<file path="src/sprite_pkg.sv">
`default_nettype none

package sprite_pkg;

	// beam coordinate width, good for up to 1024 clocks per line
	localparam int COORD_W = 10;

	// car sprite geometry, fixed
	localparam int SPRITE_SIZE = 16;                 // 16x16 on screen
	localparam int SPRITE_AW = $clog2(SPRITE_SIZE);  // row / column counter width
	localparam int ROM_W = SPRITE_SIZE / 2;          // half width, mirrored for the rest

	// beam position out of video_timing -> sprite pixel out of the renderer
	localparam int PIXEL_LATENCY = 2;

	// APB register map, byte offsets
	localparam logic [3:0] REG_POS_X  = 4'd0;
	localparam logic [3:0] REG_POS_Y  = 4'd4;
	localparam logic [3:0] REG_COLOUR = 4'd8;   // fg in 2..0, bg in 6..4
	localparam logic [3:0] REG_FRAMES = 4'd12;  // read only

	// one beam position
	typedef struct packed {
		logic               hsync;
		logic               vsync;
		logic               display_on;  // inside visible area
		logic [COORD_W-1:0] hpos;
		logic [COORD_W-1:0] vpos;
	} video_t;

	// top-left corner of the sprite
	typedef struct packed {
		logic [COORD_W-1:0] x;
		logic [COORD_W-1:0] y;
	} sprite_pos_t;

	typedef struct packed {
		logic [2:0] fg;  // sprite pixels
		logic [2:0] bg;  // everything else on screen
	} colour_t;

	// host -> slave
	typedef struct packed {
		logic        psel;
		logic        penable;
		logic        pwrite;
		logic [3:0]  paddr;
		logic [31:0] pwdata;
	} apb_req_t;

	// slave -> host
	typedef struct packed {
		logic [31:0] prdata;
		logic        pready;
		logic        pslverr;
	} apb_rsp_t;

endpackage

`default_nettype wire

</file>
<file path="src/video_timing.sv">
`timescale 1ns/1ps
`default_nettype none

module video_timing #(
	parameter int H_DISPLAY = 64,
	parameter int H_FRONT   = 4,
	parameter int H_SYNC    = 8,
	parameter int H_BACK    = 4,
	parameter int V_DISPLAY = 48,
	parameter int V_FRONT   = 2,
	parameter int V_SYNC    = 2,
	parameter int V_BACK    = 2
) (
	input  wire                clk,
	input  wire                reset,
	output sprite_pkg::video_t video
);

	localparam int W = sprite_pkg::COORD_W;

	localparam int H_TOTAL      = H_DISPLAY + H_FRONT + H_SYNC + H_BACK;
	localparam int H_SYNC_START = H_DISPLAY + H_FRONT;
	localparam int H_SYNC_END   = H_SYNC_START + H_SYNC;  // first clock after sync
	localparam int V_TOTAL      = V_DISPLAY + V_FRONT + V_SYNC + V_BACK;
	localparam int V_SYNC_START = V_DISPLAY + V_FRONT;
	localparam int V_SYNC_END   = V_SYNC_START + V_SYNC;

	logic [W-1:0] hcount;  // free running beam counters
	logic [W-1:0] vcount;
	logic         h_last;  // last clock of a line
	logic         v_last;

	assign h_last = hcount == W'(H_TOTAL - 1);
	assign v_last = vcount == W'(V_TOTAL - 1);

	always_ff @(posedge clk) begin
		if (reset) begin
			hcount <= '0;
			vcount <= '0;
			video  <= '0;  // syncs inactive, display off
		end else begin
			// outputs decoded from the counters, one clock behind them
			video.hpos       <= hcount;
			video.vpos       <= vcount;
			video.display_on <= (hcount < W'(H_DISPLAY)) && (vcount < W'(V_DISPLAY));
			video.hsync      <= (hcount >= W'(H_SYNC_START)) && (hcount < W'(H_SYNC_END));
			video.vsync      <= (vcount >= W'(V_SYNC_START)) && (vcount < W'(V_SYNC_END));
			if (h_last) begin
				hcount <= '0;
				vcount <= v_last ? '0 : vcount + 1'b1;  // wrap at frame end
			end else begin
				hcount <= hcount + 1'b1;
			end
		end
	end

endmodule

`default_nettype wire

</file>
<file path="src/sprite_regs.sv">
`timescale 1ns/1ps
`default_nettype none

module sprite_regs (
	input  wire                     clk,
	input  wire                     reset,
	input  wire sprite_pkg::apb_req_t apb_req,
	output sprite_pkg::apb_rsp_t    apb_rsp,
	input  wire sprite_pkg::video_t video,
	output sprite_pkg::sprite_pos_t pos,     // active copy, stable for a whole frame
	output sprite_pkg::colour_t     colour
);

	localparam int W = sprite_pkg::COORD_W;

	sprite_pkg::sprite_pos_t pos_wr;     // host written, waits for frame start
	sprite_pkg::colour_t     colour_wr;
	logic [31:0]             frames;     // frame starts since reset
	logic [31:0]             rdata;
	logic                    access;     // APB access phase
	logic                    mapped;
	logic                    err;
	logic                    wr_en;
	logic                    frame_start;

	assign access = apb_req.psel && apb_req.penable;

	// first visible pixel of a frame, display_on keeps the reset value out
	assign frame_start = video.display_on && (video.hpos == '0) && (video.vpos == '0);

	// read mux, unused bits stay zero
	always_comb begin
		mapped = 1'b1;
		case (apb_req.paddr)
			sprite_pkg::REG_POS_X:  rdata = {{(32 - W){1'b0}}, pos_wr.x};
			sprite_pkg::REG_POS_Y:  rdata = {{(32 - W){1'b0}}, pos_wr.y};
			sprite_pkg::REG_COLOUR: rdata = {25'b0, colour_wr.bg, 1'b0, colour_wr.fg};
			sprite_pkg::REG_FRAMES: rdata = frames;
			default: begin
				mapped = 1'b0;
				rdata  = '0;
			end
		endcase
	end

	// unmapped offset or write to the read-only counter
	assign err   = access && (!mapped || (apb_req.pwrite && apb_req.paddr == sprite_pkg::REG_FRAMES));
	assign wr_en = access && apb_req.pwrite && !err;

	always_comb begin
		apb_rsp.prdata  = rdata;
		apb_rsp.pready  = access;  // no wait states
		apb_rsp.pslverr = err;
	end

	always_ff @(posedge clk) begin
		if (reset) begin
			pos_wr    <= '0;
			colour_wr <= '0;
			pos       <= '0;
			colour    <= '0;
			frames    <= '0;
		end else begin
			if (wr_en) begin
				case (apb_req.paddr)
					sprite_pkg::REG_POS_X: pos_wr.x <= apb_req.pwdata[W-1:0];
					sprite_pkg::REG_POS_Y: pos_wr.y <= apb_req.pwdata[W-1:0];
					sprite_pkg::REG_COLOUR: begin
						colour_wr.fg <= apb_req.pwdata[2:0];
						colour_wr.bg <= apb_req.pwdata[6:4];
					end
					default: ;  // REG_FRAMES never gets here
				endcase
			end
			// swap in new settings only between frames, no tearing
			if (frame_start) begin
				pos    <= pos_wr;
				colour <= colour_wr;
				frames <= frames + 1'b1;
			end
		end
	end

endmodule

`default_nettype wire

</file>
<file path="src/car_rom.sv">
`timescale 1ns/1ps
`default_nettype none

module car_rom (
	input  wire  [sprite_pkg::SPRITE_AW-1:0] row,
	output logic [sprite_pkg::ROM_W-1:0]     bits
);

	// left half of the car, bit 0 = outer edge, bit 7 = centre line
	always_comb begin
		case (row)
			4'd0:    bits = 8'b11110000;  // nose
			4'd1:    bits = 8'b11111000;
			4'd2:    bits = 8'b11111011;  // front wheels
			4'd3:    bits = 8'b11111011;
			4'd4:    bits = 8'b11111011;
			4'd5:    bits = 8'b10001000;  // windscreen
			4'd6:    bits = 8'b10001000;
			4'd7:    bits = 8'b11111000;  // roof
			4'd8:    bits = 8'b11111000;
			4'd9:    bits = 8'b11111000;
			4'd10:   bits = 8'b10001000;  // rear window
			4'd11:   bits = 8'b11111011;  // rear wheels
			4'd12:   bits = 8'b11111011;
			4'd13:   bits = 8'b11111011;
			4'd14:   bits = 8'b11111000;
			default: bits = 8'b11110000;  // tail, row 15
		endcase
	end

endmodule

`default_nettype wire

</file>
<file path="src/sprite_renderer.sv">
`timescale 1ns/1ps
`default_nettype none

module sprite_renderer (
	input  wire                         clk,
	input  wire                         reset,
	input  wire sprite_pkg::video_t     video,
	input  wire sprite_pkg::sprite_pos_t pos,
	output logic                        pixel  // PIXEL_LATENCY behind video
);

	localparam int AW = sprite_pkg::SPRITE_AW;
	localparam logic [AW-1:0] LAST = AW'(sprite_pkg::SPRITE_SIZE - 1);

	typedef enum logic [2:0] {
		WAIT_VSTART,  // idle until hsync of the line above the sprite
		WAIT_LOAD,    // between rows, wait for the sync area
		LOAD_SETUP,   // present row address to the ROM
		LOAD_FETCH,   // latch ROM bits
		WAIT_HSTART,  // wait for the sprite's left column
		DRAW
	} state_t;

	state_t                      state;
	logic                        hsync_q;
	logic                        hsync_rise;  // start of sync area
	logic                        hstart_q;    // registered column compare
	logic [AW-1:0]               xcount;      // column within the row
	logic [AW-1:0]               ycount;      // sprite row
	logic [AW-1:0]               rom_addr;
	logic [sprite_pkg::ROM_W-1:0] rom_bits;
	logic [sprite_pkg::ROM_W-1:0] outbits;    // current row
	logic [AW-2:0]               bit_idx;

	car_rom u_rom (
		.row (rom_addr),
		.bits(rom_bits)
	);

	assign hsync_rise = video.hsync && !hsync_q;

	// right half reads the row backwards
	assign bit_idx = xcount[AW-1] ? ~xcount[AW-2:0] : xcount[AW-2:0];

	always_ff @(posedge clk) begin
		if (reset) begin
			state    <= WAIT_VSTART;
			pixel    <= 1'b0;
			hsync_q  <= 1'b0;
			hstart_q <= 1'b0;
			xcount   <= '0;
			ycount   <= '0;
		end else begin
			hsync_q  <= video.hsync;
			hstart_q <= video.hpos == pos.x;  // seen one clock late
			pixel    <= 1'b0;                 // off unless drawing
			case (state)
				WAIT_VSTART: begin
					ycount <= '0;
					xcount <= '0;
					// pos only changes at frame start, far from any sync area
					if (hsync_rise && video.vpos == pos.y)
						state <= LOAD_SETUP;
				end
				WAIT_LOAD: begin
					xcount <= '0;
					if (hsync_rise)
						state <= LOAD_SETUP;
				end
				LOAD_SETUP: begin
					rom_addr <= ycount;
					state    <= LOAD_FETCH;
				end
				LOAD_FETCH: begin
					outbits <= rom_bits;
					state   <= WAIT_HSTART;
				end
				WAIT_HSTART: begin
					// column 0 goes out here so the compare register costs nothing extra
					if (hstart_q) begin
						pixel  <= outbits[bit_idx];
						xcount <= xcount + 1'b1;
						state  <= DRAW;
					end
				end
				DRAW: begin
					pixel  <= outbits[bit_idx];
					xcount <= xcount + 1'b1;
					if (xcount == LAST) begin  // row done
						ycount <= ycount + 1'b1;
						state  <= (ycount == LAST) ? WAIT_VSTART : WAIT_LOAD;
					end
				end
				default: state <= WAIT_VSTART;
			endcase
		end
	end

endmodule

`default_nettype wire

</file>
<file path="src/pixel_mixer.sv">
`timescale 1ns/1ps
`default_nettype none

module pixel_mixer (
	input  wire                      clk,
	input  wire                      reset,
	input  wire sprite_pkg::video_t  video,
	input  wire                      pixel,
	input  wire sprite_pkg::colour_t colour,
	output sprite_pkg::video_t       video_out,
	output logic [2:0]               rgb
);

	localparam int L = sprite_pkg::PIXEL_LATENCY;

	sprite_pkg::video_t delay_q [L];  // beam position, catches up with pixel

	always_ff @(posedge clk) begin
		if (reset) begin
			for (int i = 0; i < L; i++)
				delay_q[i] <= '0;
			video_out <= '0;
			rgb       <= '0;
		end else begin
			delay_q[0] <= video;
			for (int i = 1; i < L; i++)
				delay_q[i] <= delay_q[i-1];
			video_out <= delay_q[L-1];
			if (!delay_q[L-1].display_on)
				rgb <= '0;  // blanking is black
			else if (pixel)
				rgb <= colour.fg;
			else
				rgb <= colour.bg;
		end
	end

endmodule

`default_nettype wire

</file>
<file path="src/sprite_top.sv">
`timescale 1ns/1ps
`default_nettype none

module sprite_top #(
	parameter int H_DISPLAY = 64,
	parameter int H_FRONT   = 4,
	parameter int H_SYNC    = 8,
	parameter int H_BACK    = 4,
	parameter int V_DISPLAY = 48,
	parameter int V_FRONT   = 2,
	parameter int V_SYNC    = 2,
	parameter int V_BACK    = 2
) (
	input  wire                       clk,
	input  wire                       reset,
	input  wire sprite_pkg::apb_req_t apb_req,
	output sprite_pkg::apb_rsp_t      apb_rsp,
	output sprite_pkg::video_t        video_out,  // aligned with rgb
	output logic [2:0]                rgb
);

	sprite_pkg::video_t      video;   // raw beam
	sprite_pkg::sprite_pos_t pos;     // active for this frame
	sprite_pkg::colour_t     colour;
	logic                    pixel;

	video_timing #(
		.H_DISPLAY(H_DISPLAY), .H_FRONT(H_FRONT), .H_SYNC(H_SYNC), .H_BACK(H_BACK),
		.V_DISPLAY(V_DISPLAY), .V_FRONT(V_FRONT), .V_SYNC(V_SYNC), .V_BACK(V_BACK)
	) u_timing (
		.clk  (clk),
		.reset(reset),
		.video(video)
	);

	sprite_regs u_regs (
		.clk    (clk),
		.reset  (reset),
		.apb_req(apb_req),
		.apb_rsp(apb_rsp),
		.video  (video),
		.pos    (pos),
		.colour (colour)
	);

	sprite_renderer u_renderer (
		.clk  (clk),
		.reset(reset),
		.video(video),
		.pos  (pos),
		.pixel(pixel)
	);

	pixel_mixer u_mixer (
		.clk      (clk),
		.reset    (reset),
		.video    (video),
		.pixel    (pixel),
		.colour   (colour),
		.video_out(video_out),
		.rgb      (rgb)
	);

endmodule

`default_nettype wire

</file>
<file path="config.mk">
export PLATFORM = sky130hd
export DESIGN_NAME = sprite_top
export DESIGN_NICKNAME = d
export VERILOG_FILES = /design/src/sprite_pkg.sv /design/src/video_timing.sv /design/src/sprite_regs.sv /design/src/car_rom.sv /design/src/sprite_renderer.sv /design/src/pixel_mixer.sv /design/src/sprite_top.sv
export SDC_FILE = /design/constraint.sdc
export NUM_CORES = 1
export LEC_CHECK = 0
export ABC_AREA = 1
export BUFFER_PORTS_ARGS = -buffer_cell sky130_fd_sc_hd__buf_2
export CAP_MARGIN = 25
export CORE_MARGIN = 4
export CORE_UTILIZATION = 40
export CTS_BUF_LIST = sky130_fd_sc_hd__clkbuf_4
export DETAILED_ROUTE_END_ITERATION = 16
export PLACE_DENSITY = 0.67
export SLEW_MARGIN = 0
export SYNTH_ARGS = -nofsm -noshare
export SYNTH_HDL_FRONTEND = slang
export SYNTH_SLANG_ARGS = --single-unit
</file>
<file path="constraint.sdc">
create_clock -name clk -period 1.7 [get_ports clk]
set_input_delay 0.34 -clock clk [delete_from_list [all_inputs] [get_ports clk]]
set_output_delay 0.34 -clock clk [all_outputs]
set_load 0.005 [all_outputs]
</file>
; Word level (Yosys, flattened, before mapping)
; Memories as Yosys holds them, arrays and structs flattened. A register that Yosys moved wholly into a read port is not among the register bits.
; Index checks and enable logic that the tools add are counted.
[word_totals]
word_cells = 125
inputBits = 41
ramBits = 46
mem_count = 2
register_bits = 179
output_inout_bits = 60
romBits = 96
[op_classes]
eq_ne = 18
bitwise = 5
mux = 24
order_cmp = 7
reduce_logical = 34
add_sub_neg = 5
[memory_table]
columns = memory, depth, word_bits, read_ports, rd_ports_with_merged_regs, write_ports, line_no
row1 = (no name shown), 16, 6, 1, 1, 0, car_rom.sv:11  ; case (row)
row2 = u_mixer.delay_q, 2, 23, 2, 0, 2, pixel_mixer.sv:16  ; sprite_pkg::video_t delay_q [L];
[op_table]
columns = op, count
row1 = $pmux W32 S4, 1
row2 = $mux W23, 2
row3 = $add A32 B1 Y32 const B, 1
row4 = $add A10 B1 Y10 const B, 2
row5 = $eq A10 B10 Y1, 2
row6 = $logic_not A10 Y1, 2
row7 = $lt A10 B6 Y1 const B, 2
row8 = $lt A10 B7 Y1 const B, 2
row9 = $mux W3, 6
row10 = $pmux W3 S6, 1
row11 = $eq A4 B4 Y1 const B, 4
row12 = $reduce_and A2 Y1, 7
row13 = $logic_and A1 B1 Y1, 12
row14 = $pmux W4 S3, 1
row15 = $eq A10 B6 Y1 const B, 1
row16 = $eq A10 B7 Y1 const B, 1
row17 = $ge A10 B6 Y1 const B, 1
row18 = $ge A10 B7 Y1 const B, 1
row19 = $mux W10, 1
row20 = $add A4 B1 Y4 const B, 2
row21 = $mux W4, 2
row22 = $ne A2 B1 Y1 const B, 4
row23 = $pmux W4 S2, 1
row24 = $mux W1, 7
row25 = other kinds (19), 27

; Depth between registers and ports, before layout
[depth]
word_depth = 9
mapped_depth = 10
ltp_nobuf = 10

; Hierarchy
; From an unflattened synthesis, not the netlist that was laid out.
[hier_totals]
cells_unflattened = 1333
area_unflattened_um2 = 9763.1
[modules_own_cells]
columns = mod, cells_per_inst, area_per_inst_um2, n_inst, seq_area_each_um2
row1 = sprite_regs, 643, 4252.8, 1, 1681.6
row2 = pixel_mixer, 229, 2065.7, 1, 1441.4
row3 = video_timing, 232, 1780.5, 1, 860.8
row4 = sprite_renderer, 196, 1472.7, 1, 640.6
row5 = car_rom, 33, 191.4, 1, 0.0

; Worst setup path before layout
; OpenSTA, ideal clock, no wires.
[synth_path]
kind = input port to output port
from = input port apb_req[34] in the netlist's numbering
to = output port apb_rsp[0] in the netlist's numbering
path_buffers = 2
t_arrival_ps = 1207
required_ps = 1360
stages = 6
path_slack_ps = 153
cell_sequence = nand2_1 -> nor3_1 -> clkbuf_1 -> nand2_1 -> a21oi_1 -> buf_4
[synth_between]
elab_chain_len = 6
elab_cells_between_ends = 10
cone_classes = 3 x eq/ne / 1 x mux / 6 x reduce/logical
[synth_rtl]
columns = item, line_no
row1 = from (decl), sprite_top.sv:16  ; input wire sprite_pkg::apb_req_t apb_req,
row2 = $eq A4 B4 Y1 (tied with other cells), sprite_regs.sv:34  ; case (apb_req.paddr)
row3 = $reduce_or A4 Y1 (no line), -
row4 = $mux W1, sprite_regs.sv:34
row5 = $logic_not A1 Y1, sprite_regs.sv:47  ; assign err = access && (!mapped || (apb_req.pwrite && apb_req.paddr == sprite_pkg::REG_FRAMES));
row6 = $logic_or A1 B1 Y1 *, sprite_regs.sv:47
row7 = $logic_and A1 B1 Y1 *, sprite_regs.sv:47
row8 = to (decl), sprite_top.sv:17  ; output sprite_pkg::apb_rsp_t apb_rsp,
; Every way passes the cells marked *; elsewhere a longest branch is shown, timed or not.

==> metrics.cfg <==
[timing]
clock.fmax_mhz=525.6
hold_violations=0
fin_tns_setup_ps=-990.2
setup_ws_ps=-202.7
drv_slew=0
skew_ps=62.30
relSlewSlack=0.6145
worst_pin_slew_ps=578.2
min_period_ps=1903
fin_crit_sh=1.119
setup_violations=6
rsz0062_at_grt=true

[worst_setup_path]
worst-path-max-fanout=2
critPathCaptureType=primary output
cp-start-kind=register
cp.required_ps=1360
critPathSlowestCell=dfxtp_1
reg2reg_slack_ps=60
path_cells=inv_2 -> o22ai_1 -> a221o_1 -> buf_2
crit_end=apb_rsp[8]
critPathArrivalTime_ps=1560
r2r_cells=8
cp_top_family=compound AO/OA/AOI/OAI gates
max_stage_delay_ps=310
crit_cells=4
r2r-start=u_timing.video[14]
crit_buf_inv=2
reg2reg_to=u_regs.frames[12]
startpoint=u_regs.pos_wr[16]
path_class=register to primary output

[die]
dieArea_mm2=0.02550
coreArea_mm2=0.02264
rows=55
pin_count=101
fp.dieW_um=159.7
die_y_um=159.7
start_util=0.4066

[clock_network]
htreeDepth=2
cts_buffer_depth=3
clock_sinks=219
cts_buffers=57
insertion_delay_ps=670
cts_tree=done
path_clk_slew_ps=60
root_buffer=clkbuf_4

[placed_design]
dp_cells=1600
port_buffers=78
dp_hpwl_um=15230
gp_congestion=0.9228

[logic_synthesis]
ys_ff_latch=219
syn_nets=1281
synth_top_cells_by_area=dfxtp_1, nor2_1, inv_1, nand2_1, a21oi_1
yosysTopAreaCell=dfxtp_1
synth.top_cell.area_share=0.4611
avgSynthCellArea_um2=7.502
ys_seq_area_frac=0.4839
synthCells=1227
ys_warn_count=0
synthDistinctLibCells=51
netlist_area_mm2=0.009205

[final_layout]
fillCellCount=2136
drive_gt1_frac=0.2931
nNetsFinal=1479
mostFrequentLayoutCell=nor2_1
post-route-util=0.5132
areaGrowthSynthToFinish_pct=26.22
final_cells=1743
layout_common_cells=nor2_1, dfxtp_1, inv_1

[power_and_ir_drop]
seqPwrFrac=0.524
p_sw_frac=0.2433
pwr-share-clk=0.408
combPwrFrac=0.068
power_switching_mw=2.452
cellInternalPower_mw=7.626
leakagePower_nw=4.979
ir_drop_uv=534.1
powerDensity_mw_per_mm2=867.4

[detailed_routing]
antenna_left=0
drtIter0Drc=524
wl_um=21870
wl_per_cell_um=12.54
via_per_inst=4.694
dr.pass1.iters=5
drc=0
vias=8181

[global_routing]
grt_pass1_wl_um=36050
grt_max_degree=64
grt_usage=0.1663
antenna_found_initial=1
grt_overflow=0
grt_pass1_vias=7834

[min_path]
hp-class=primary input to register

[flow_run]
maxCapViolations=0

[status]
status=complete, but fails checks
violations=negative setup slack

per-stage QoR:
step                      power (mW)  setup WS, ps  instance area, um2  hold WS [ps]
after floorplan                5.773         152.6                9205         388.3
after global placement         5.945        -84.58               10160         393.7
after detailed placement       5.956        -112.7               10160         391.6
after CTS                      10.13        -228.9               11230         170.5
after global routing           10.57        -302.9               11620         232.7
final                          10.08        -202.7               11620         220.1
Yosys cell counts (all sizes together):
| library cell | n |
|---|---|
| nor2 | 266 |
| dfxtp | 212 |
| inv | 197 |
| nand2 | 175 |
| a21oi | 90 |
| o21ai | 88 |
| nand3 | 50 |
| nor3 | 26 |
| clkbuf | 24 |
| buf | 14 |
| ha | 13 |
| nand4 | 10 |
| o22ai | 8 |
| xor2 | 8 |
| edfxtp | 7 |
| a221o | 5 |
| o221ai | 5 |
| xnor2 | 5 |
| nor3b | 4 |
| a211oi | 3 |
| a31oi | 3 |
| and2 | 2 |
| clkinv | 2 |
| o2111ai | 2 |
| a2111o | 1 |
| a221oi | 1 |
| nand3b | 1 |
| o211a | 1 |
| o211ai | 1 |
| o21a | 1 |
| o221a | 1 |
| or2 | 1 |
tightest hold or removal path: cells and delay by family:
family,cells,cell delay [ps]
simple gates,3,270
buf+inv,1,100
compound gates,1,140
cells by family (layout without fill, tap and decap cells):
kind of cell | count (synthesis) | after routing | synth area share
AOI/OAI and AO/OA | 210 | 210 | 0.1290
xor gates and xnor gates | 13 | 13 | 0.01237
adders and majority gates | 13 | 13 | 0.01767
buffers and inverters | 237 | 467 | 0.1026
DFF | 219 | 219 | 0.4839
other | 0 | 1 | 0
and+or+nand+nor | 535 | 535 | 0.2545
registers in the layout, indices dropped and copies added, names as in the netlist:
| register | count |
|---|---|
| u_mixer.delay_q | 46 |
| u_renderer.hstart_q | 1 |
| u_regs.pos | 20 |
| u_renderer.pixel | 1 |
| u_regs.colour_wr | 6 |
| u_regs.pos_wr | 20 |
| u_renderer.state | 3 |
| u_renderer.outbits | 3 |
| u_timing.hcount | 10 |
| u_mixer.video_out | 23 |
| u_regs.frames | 32 |
| u_renderer.xcount | 4 |
| u_mixer.rgb | 3 |
| u_regs.colour | 6 |
| u_timing.vcount | 10 |
| u_timing.video | 23 |
| u_renderer.ycount | 4 |
| u_renderer.rom_addr | 4 |
power by group through the flow:
stage	sequential, mW	combinational, mW	clock, mW
after floorplan	5.39	0.379	0
after global placement	5.40	0.542	0
after detailed placement	5.41	0.550	0
after CTS	5.28	0.586	4.26
after global routing	5.29	0.760	4.53
final	5.28	0.684	4.11
metal layers:
layer  routed length, um  global-route usage  share of wire
met4                 595             0.07061          0.027
met1               10260              0.2222           0.47
met3                1344             0.03819          0.061
met5                   0                   0              0
met2                9668              0.2593           0.44
worst min path at each step:
stage | endpoint | cells past startpoint | start | slack, ps
after floorplan | u_mixer.delay_q[0][21] | 2 | u_timing.video[21] | 390
after global placement | u_mixer.video_out[18] | 2 | u_mixer.delay_q[0][41] | 390
after detailed placement | u_mixer.video_out[21] | 2 | u_mixer.delay_q[0][44] | 390
after CTS | u_regs.pos_wr[0] | 5 | apb_req[36] | 170
after global routing | u_regs.pos_wr[0] | 5 | apb_req[36] | 230
final | u_regs.pos_wr[0] | 5 | apb_req[36] | 220
cell type report:
type,instances,area [um2],area share
Antenna cell,1,2.502,0.0002154
Timing Repair inverter,1,8.758,0.0007538
Tap cell,285,356.6,0.03069
Clock buffer,79,593.1,0.05104
Clock inverter,12,55.05,0.004738
Timing Repair Buffer,176,1242,0.1069
Multi-Input combinational cell,771,4068,0.3501
Inverter,199,764.5,0.06580
Sequential cell,219,4528,0.3897
timing repair:
item	CTS	global route
hold buffers	11	0
pin swaps	9	21
gates resized for setup	75	88
gates cloned	0	2
setup endpoints to repair	28	77
buffers inserted	26	17
hold endpoints to repair	33	0
Power figures use the tool's default switching activity.
